<file path="config.mk">
export PLATFORM = sky130hd
export DESIGN_NAME = tlb_search_ctrl
export DESIGN_NICKNAME = d
export VERILOG_FILES = /design/src/hdl/tlb_cfg_pkg.sv /design/src/hdl/tlb_types_pkg.sv /design/src/hdl/tlb_search_ctrl.sv
export SDC_FILE = /design/constraint.sdc
export NUM_CORES = 1
export LEC_CHECK = 0
export BUFFER_PORTS_ARGS = -buffer_cell sky130_fd_sc_hd__buf_4
export CORE_AREA = 5 5 42 44
export DETAILED_ROUTE_END_ITERATION = 7
export DIE_AREA = 0 0 47 49
export GPL_ROUTABILITY_DRIVEN = 0
export PLACE_DENSITY = 0.77
export SLEW_MARGIN = 10
export SYNTH_ARGS = -nofsm -noshare
export SYNTH_HDL_FRONTEND = slang
export SYNTH_SLANG_ARGS = --single-unit
</file>
<file path="constraint.sdc">
create_clock -name clk_i -period 1.78 [get_ports clk_i]
set_input_delay 0.356 -clock clk_i [delete_from_list [all_inputs] [get_ports clk_i]]
set_output_delay 0.356 -clock clk_i [all_outputs]
set_load 0.05 [all_outputs]
</file>
<file path="src/hdl/tlb_cfg_pkg.sv">
////////////////////////////////////////
// Table geometry of the L2 TLB
// N_SETS, N_OFFSETS and N_PAR_VA_RAMS must be powers of two
// N_PAR_VA_RAMS must be at least 2, since the bank select field is LL_W bits wide
// Pages are 2**PAGE_LSB bytes
////////////////////////////////////////
package tlb_cfg_pkg;

   localparam int VADDR_W       = 32;
   localparam int PADDR_W       = 40;
   localparam int PAGE_LSB      = 12;
   localparam int N_SETS        = 8;
   localparam int N_OFFSETS     = 4;   // Per group, two groups per set
   localparam int N_PAR_VA_RAMS = 2;
   localparam int CFG_DATA_W    = 64;

   ////////////////////////////////////////
   // Derived widths
   ////////////////////////////////////////
   localparam int SET_W        = $clog2(N_SETS);
   localparam int OFFSET_W     = $clog2(N_OFFSETS);
   localparam int LL_W         = $clog2(N_PAR_VA_RAMS);
   localparam int ENTRY_ADDR_W = SET_W + 1 + OFFSET_W;   // {set, group, offset}
   localparam int PA_ADDR_W    = ENTRY_ADDR_W + LL_W;
   localparam int CFG_ADDR_W   = LL_W + ENTRY_ADDR_W + 1;   // Top bit picks PA table
   localparam int VPN_W        = VADDR_W - PAGE_LSB;
   localparam int PPN_W        = PADDR_W - PAGE_LSB;
   localparam int VA_DEPTH     = 2 * N_SETS * N_OFFSETS;
   localparam int PA_DEPTH     = VA_DEPTH * N_PAR_VA_RAMS;

   typedef logic [VADDR_W-1:0]      vaddr_t;
   typedef logic [PADDR_W-1:0]      paddr_t;
   typedef logic [VPN_W-1:0]        vpn_t;
   typedef logic [PPN_W-1:0]        ppn_t;
   typedef logic [SET_W-1:0]        set_idx_t;
   typedef logic [OFFSET_W-1:0]     offset_t;
   typedef logic [ENTRY_ADDR_W-1:0] entry_addr_t;
   typedef logic [PA_ADDR_W-1:0]    pa_addr_t;
   typedef logic [LL_W-1:0]         bank_idx_t;
   typedef logic [CFG_ADDR_W-1:0]   cfg_addr_t;

   localparam offset_t OFFSET_LAST = offset_t'(N_OFFSETS - 1);   // Final search cycle

endpackage

</file>
<file path="src/hdl/tlb_types_pkg.sv">
////////////////////////////////////////
// Entry, request and response formats
// va_entry_t sits in the low bits of a write word
////////////////////////////////////////
package tlb_types_pkg;
   import tlb_cfg_pkg::*;

   // One VA bank entry, 24 bits
   typedef struct packed {
      vpn_t vpn;
      logic coherent;
      logic wr;        // Write allowed
      logic rd;        // Read allowed
      logic valid;
   } va_entry_t;

   typedef struct packed {
      vaddr_t vaddr;
      logic   wr;      // 1 for a write access
   } lookup_req_t;

   // Per bank result of one search cycle
   typedef struct packed {
      logic        hit;
      logic        prot;
      logic        coherent;
      entry_addr_t addr;
   } va_result_t;

   // Winner over all banks
   typedef struct packed {
      logic     hit;
      logic     prot;
      logic     coherent;
      pa_addr_t pa_addr;
   } hit_sel_t;

   typedef struct packed {
      logic   hit;
      logic   miss;
      logic   prot;
      logic   coherent;
      paddr_t paddr;
   } tlb_resp_t;

   typedef enum logic [1:0] {IDLE, SEARCH, DONE} search_state_t;

   typedef enum logic [1:0] {RESP_IDLE, WAIT_ON_WRITE, SEND_OUTPUT} resp_state_t;

endpackage

</file>
<file path="src/hdl/tlb_search_ctrl.sv">
////////////////////////////////////////
// Search FSM over all offsets of a set
// Every search starts at offset 0
// Stops on the first cycle with any match
////////////////////////////////////////
module tlb_search_ctrl
   import tlb_cfg_pkg::*, tlb_types_pkg::*;
(
   input  logic       clk_i,
   input  logic       rst_ni,
   input  logic       start_i,
   input  logic       va_write_i,
   input  va_result_t results_i [N_PAR_VA_RAMS],
   input  logic       resp_done_i,
   output logic       busy_o,
   output logic       rd_en_o,
   output offset_t    rd_offset_o,
   output logic       done_o,
   output hit_sel_t   sel_o
);

   search_state_t state_q, state_d;
   offset_t       offset_q;
   offset_t       rd_off_q;      // Offset of the result now at the banks' outputs
   logic          issued_all_q;
   logic          rd_valid_q;
   logic          any_hit, any_prot;
   bank_idx_t     win_bank;

   ////////////////////////////////////////
   // Bank priority
   ////////////////////////////////////////
   always_comb begin
      any_hit  = 1'b0;
      any_prot = 1'b0;
      win_bank = '0;
      // Walk down so the lowest bank with a hit is kept
      for (int i = N_PAR_VA_RAMS - 1; i >= 0; i--) begin
         any_prot = any_prot | results_i[i].prot;
         if (results_i[i].hit) begin
            any_hit  = 1'b1;
            win_bank = bank_idx_t'(i);
         end
      end
   end

   assign sel_o.hit      = any_hit;
   assign sel_o.prot     = any_prot;
   assign sel_o.coherent = any_hit && !any_prot && results_i[win_bank].coherent;
   assign sel_o.pa_addr  = pa_addr_t'(N_PAR_VA_RAMS) * pa_addr_t'(results_i[win_bank].addr)
                         + pa_addr_t'(win_bank);

   // rd_valid_q only follows a read issued in SEARCH
   assign done_o = rd_valid_q && (any_hit || (rd_off_q == OFFSET_LAST));

   // No read while a bank is written, or once the set is covered
   assign rd_en_o     = (state_q == SEARCH) && !va_write_i && !issued_all_q && !done_o;
   assign rd_offset_o = offset_q;
   assign busy_o      = (state_q != IDLE);

   always_comb begin
      state_d = state_q;
      unique case (state_q)
         IDLE: begin
            if (start_i) begin
               state_d = SEARCH;
            end
         end
         SEARCH: begin
            if (done_o) begin
               state_d = DONE;
            end
         end
         DONE: begin
            if (resp_done_i) begin   // Hold busy until the response is taken
               state_d = IDLE;
            end
         end
         default: state_d = IDLE;
      endcase
   end

   always_ff @(posedge clk_i) begin
      if (!rst_ni) begin
         state_q      <= IDLE;
         offset_q     <= '0;
         rd_off_q     <= '0;
         issued_all_q <= 1'b0;
         rd_valid_q   <= 1'b0;
      end else begin
         state_q    <= state_d;
         rd_valid_q <= rd_en_o;   // Bank output valid one cycle later
         if (state_q == IDLE) begin
            offset_q     <= '0;
            issued_all_q <= 1'b0;
         end else if (rd_en_o) begin
            offset_q <= offset_q + 1'b1;
            rd_off_q <= offset_q;
            if (offset_q == OFFSET_LAST) begin
               issued_all_q <= 1'b1;
            end
         end
      end
   end

   a_done_in_search : assert property (@(posedge clk_i) disable iff (!rst_ni)
      done_o |-> (state_q == SEARCH) ##1 (state_q == DONE));

   a_offset_range : assert property (@(posedge clk_i) disable iff (!rst_ni)
      rd_en_o |-> (rd_offset_o <= OFFSET_LAST));

endmodule

</file>
After elaboration in Yosys (flattened, before gate mapping)
Cells that the tools add are included.
W data, S select, Z words.

word-level totals
  register bits after elaboration = 8
  bits in latches = 0
  memory bits (writable) = 0
  bits in read-only memories = 0
  word-level logic and storage cells = 46
  memories = 0

cells by class
  add/sub/neg operators = 2
  multipliers = 0
  div/mod/pow operators = 0
  magnitude comparators = 1
  equality and inequality tests = 7
  shifts and indexed selects = 0
  muxes and demuxes = 10
  bitwise operators = 4
  reduce and logical (&&, ||, !) cells = 17

operators with widths
  kind                   count
  $mux W7                3
  $add A7 B1 Y7          1
  $eq A2 B2 Y1 const B   3
  $logic_and A1 B1 Y1    6
  $mux W2                3
  $ne A2 B2 Y1 const B   3
  $pmux W2 S3            1
  $logic_not A1 Y1       4
  $reduce_and A2 Y1      2
  $mux W1                3
  $reduce_and A3 Y1      1
  $add A2 B1 Y2 const B  1
  $eq A2 B1 Y1 const B   1
  $ge A2 B2 Y1 const B   1
  $logic_not A2 Y1       1
  $not A1 Y1             2
  $not A1 Y2             1
  $reduce_bool A2 Y1     1
  $reduce_or A2 Y1       1
  $logic_or A1 B1 Y1     1
  $or A1 B1 Y1           1

Depth between registers and ports, before layout
  word-level depth = 7
  depth in mapped cells = 5
  mapped depth without buffers = 4

Worst setup path after synthesis
No wires, ideal clock.

  path kind = input -> output
  start point = in results_i[17] (netlist name)
  end point = out sel_o[7] (netlist name)
  arrival time = 1,436 ps
  path slack = -12 ps
  stages = 5
  path through = nand2b_1 -> buf_2 -> inv_2 -> a22oi_1 -> nor2_1

RTL lines
  item             RTL line               text
  start, declared  tlb_search_ctrl.sv:13  input va_result_t results_i [N_PAR_VA_RAMS],
  end, declared    tlb_search_ctrl.sv:19  output hit_sel_t sel_o

Worst setup path after layout
  start point = reg state_q[0]
  end point = out rd_en_o

between the ends
  longest elaborated chain between the ends = 4

RTL lines
  item                              RTL line               text
  start, declared                   tlb_search_ctrl.sv:22  search_state_t state_q, state_d;
  start signal, assigned            tlb_search_ctrl.sv:91  state_q <= state_d;
  $eq A2 B1 Y1                      tlb_search_ctrl.sv:57  assign rd_en_o = (state_q == SEARCH) && !va_write_i && !issued_all_q && !done_o;
  $logic_and A1 B1 Y1 (3 in a row)  tlb_search_ctrl.sv:57
  end, declared                     tlb_search_ctrl.sv:16  output logic rd_en_o,

Every way passes these cells.

==> flow_metrics.env <==
export IMPL_number_of_flops_mapped_to_enable_cells_by_yosys=0
export IMPL_cts_path_max_buffers=2
export IMPL_wire_per_inst_um=11.2
export IMPL_port_buffer_cells=37
export IMPL_cp_end_kind="output port"
export IMPL_synth_cell_type_count=23
export IMPL_nets=132
export IMPL_place_hpwl_mm=1.19
export IMPL_power_internal_uw=338
export IMPL_syn_mean_instance_area_um2=7.43
export IMPL_grt_pass1_wl_mm=2.19
export IMPL_ys_async_sr_fraction_pct=0
export IMPL_synth_area_um2=513
export IMPL_final_max_slew_viol_count=0
export IMPL_dominantRegCellSynth="sky130_fd_sc_hd__dfxtp_1"
export IMPL_switching_share_pct=34.2
export IMPL_num_rows=14
export IMPL_final_hold_viol_count=0
export IMPL_ys_top_cells_by_area="sky130_fd_sc_hd__dfxtp_1, sky130_fd_sc_hd__nand2_1, sky130_fd_sc_hd__mux2i_1, sky130_fd_sc_hd__buf_4, sky130_fd_sc_hd__or2_2"
export IMPL_via_count_of_the_first_global_routing_pass=540
export IMPL_unrepaired_setup_endpoints_after_global_routing="false"
export IMPL_detail_route_first_pass_iterations=3
export IMPL_fmaxAchievable_mhz=603
export IMPL_power_density_nw_per_um2=629
export IMPL_critical_path_class="register to output port"
export IMPL_area_fraction_of_the_dominant_cell_type_after_synthesis_pct=31.2
export IMPL_route_vias_total=566
export IMPL_post_cts_resized_instances=0
export IMPL_drc=0
export IMPL_worst_setup_path_start_kind="register"
export IMPL_synthesis_nets=93
export IMPL_leakagePower_nw=0.410
export IMPL_status="complete, no violations"
export IMPL_worst_ep_required_time_ns=1.42
export IMPL_grt_use_total_pct=12.5
export IMPL_synthTopCellsByCount="sky130_fd_sc_hd__nand2_1, sky130_fd_sc_hd__dfxtp_1, sky130_fd_sc_hd__buf_4, sky130_fd_sc_hd__mux2i_1"
export IMPL_fin_total_pwr_uw=513
export IMPL_floorplan_initialDensity_pct=36.6
export IMPL_ctsHtreeMaxLevel=1
export IMPL_clock_slew_at_reported_path_ffs_ns=0.05
export IMPL_diodes_inserted=0
export IMPL_via_per_inst=4.64
export IMPL_layout_area_seq_um2=160
export IMPL_synthCells=69
export IMPL_area_of_the_core_region_um2=1400
export IMPL_ioPinCount=38
export IMPL_cap_viol_max_count=0
export IMPL_final_fill_count=142
export IMPL_fin_skew_ns=0.00520
export IMPL_seq_power_share_pct=36.5
export IMPL_antenna_violating_nets_post_route=0
export IMPL_maximum_number_of_pins_on_one_net_before_global_route_repair=9
export IMPL_cts_inserted_buffers=3
export IMPL_power_net_switching_uw=176
export IMPL_r2r_start="state_q[0]$_SDFFE_PN0P_"
export IMPL_period_utilization_pct=93.1
export IMPL_setup_viol=0
export IMPL_worst_hold_slack_ns=0.379
export IMPL_detailedRoute_firstIterationViolations=3
export IMPL_clock_power_share_pct=26.2
export IMPL_clkSinkCount=8
export IMPL_yosysWarnings=0
export IMPL_synth_top_area_cell="sky130_fd_sc_hd__dfxtp_1"
export IMPL_area_delta_synth_final_pct=59.0
export IMPL_power_ir_vdd_worst_uv=360
export IMPL_yosys_cell_count_top_type="sky130_fd_sc_hd__nand2_1"
export IMPL_cts_hold_buffers_added=0
export IMPL_synth_seq_cells=8
export IMPL_initial_antenna_violation_count=0
export IMPL_worst_ep_arrival_time_ns=1.30
export IMPL_critical_path_peak_fanout=7
export IMPL_drt_total_wl_mm=1.36
export IMPL_hp_class="primary input to register"
export IMPL_clk_latency_ns=0.25
export IMPL_postCtsSetupBuffers=0
export IMPL_synth_seq_area_share_pct=31.2
export IMPL_share_comb_of_total_power_pct=37.4
export IMPL_post_route_cells_drive_above_1_share_pct=49.1
export IMPL_die_width_um=47
export IMPL_slew_headroom_pct=80.6
export IMPL_hold_path_startpoint="resp_done_i"
export IMPL_tritoncts="done"
export IMPL_die_height_um=49
export IMPL_clock_root_buffer="sky130_fd_sc_hd__clkbuf_4"
export IMPL_totalNegativeSetupSlack_ns=0
export IMPL_multi_input_comb_area_um2=305
export IMPL_fin_crit_ns=1.66
export IMPL_die_area_um2=2300
export IMPL_crit_path_start="state_q[0]$_SDFFE_PN0P_"
export IMPL_overflow=0
export IMPL_worst_pin_slew_ns=0.290
critical path, stage by stage (launching register included):
cell and delay [ns]:
sky130_fd_sc_hd__dfxtp_1 0.42, sky130_fd_sc_hd__nor3b_2 0.24, sky130_fd_sc_hd__o211a_1 0.20, sky130_fd_sc_hd__buf_4 0.20
placed cells by master (no fill, tap or decap), types with 2 or more instances in the layout:
cell                        n
sky130_fd_sc_hd__nand2b_1   2
sky130_fd_sc_hd__buf_4     39
sky130_fd_sc_hd__clkbuf_4   3
sky130_fd_sc_hd__o21ai_0    2
sky130_fd_sc_hd__mux2i_1    4
sky130_fd_sc_hd__nor2_2     2
sky130_fd_sc_hd__or2_2      3
sky130_fd_sc_hd__dfxtp_1    8
sky130_fd_sc_hd__inv_1      3
sky130_fd_sc_hd__nand2_1   27
power groups by stage:
stage	clock network (mW)	logic (mW)	registers (mW)
2_1_floorplan	0	0.119	0.192
3_3_place_gp	0	0.191	0.191
3_5_place_dp	0	0.194	0.191
4_1_cts	0.140	0.194	0.187
5_1_grt	0.149	0.204	0.188
6_report	0.134	0.192	0.187
worst paths after layout:
check	end	slack [ns]	cells past startpoint
setup / recovery	rd_en_o	0.12	3
hold / removal	state_q[1]$_SDFFE_PN0P_	0.38	3
setup reg to reg	rd_offset_o[0]$_SDFFE_PP0P_	0.53	4
hold reg to reg	rd_valid_q$_SDFF_PN0_	0.45	1
state kept, by name, summed over array words and instances, names as in the netlist:
signal        count
rd_valid_q        1
rd_off_q          2
state_q           2
rd_offset_o       2
issued_all_q      1
routing by layer:
layer	wire length [um]	part of all wire [%]	track usage [%]	vias to the layer above
li1	-	-	-	297
met1	505	37	13.3	241
met2	650	48	21.0	26
met3	204	15	5.54	2
met4	4	0.29	4.15	0
met5	0	0	0	-
layout make-up:
type                    instances  share of cell area [%]
flip-flops and latches          8                    19.6
multi-input cells              52                    37.4
repair buffers                 39                    35.9
inverters                       4                    1.84
well taps                      16                    2.45
clock buffers                   3                    2.76
kinds of logic (layout without fill, tap and decap cells):
group | Yosys count | after routing | synth area share (%)
fa+ha+maj | 1 | 1 | 2.44
flops | 8 | 8 | 31.2
mux | 4 | 4 | 7.81
compound gates | 8 | 8 | 13.2
simple gates | 39 | 39 | 35.6
buf+inv | 9 | 46 | 9.75
through the flow:
step                      area, um^2  setup WS (ns)  std cells  utilization, %
after global routing             816         0.0126        122            58.2
after floorplan                  515          0.207         69               -
final                            816          0.122        122            58.2
after detailed placement         793          0.231        119            56.6
after global placement           793          0.255        119            56.6
after CTS                        816         0.0893        122            58.2
No activity file was read; power rests on OpenSTA's default activity.
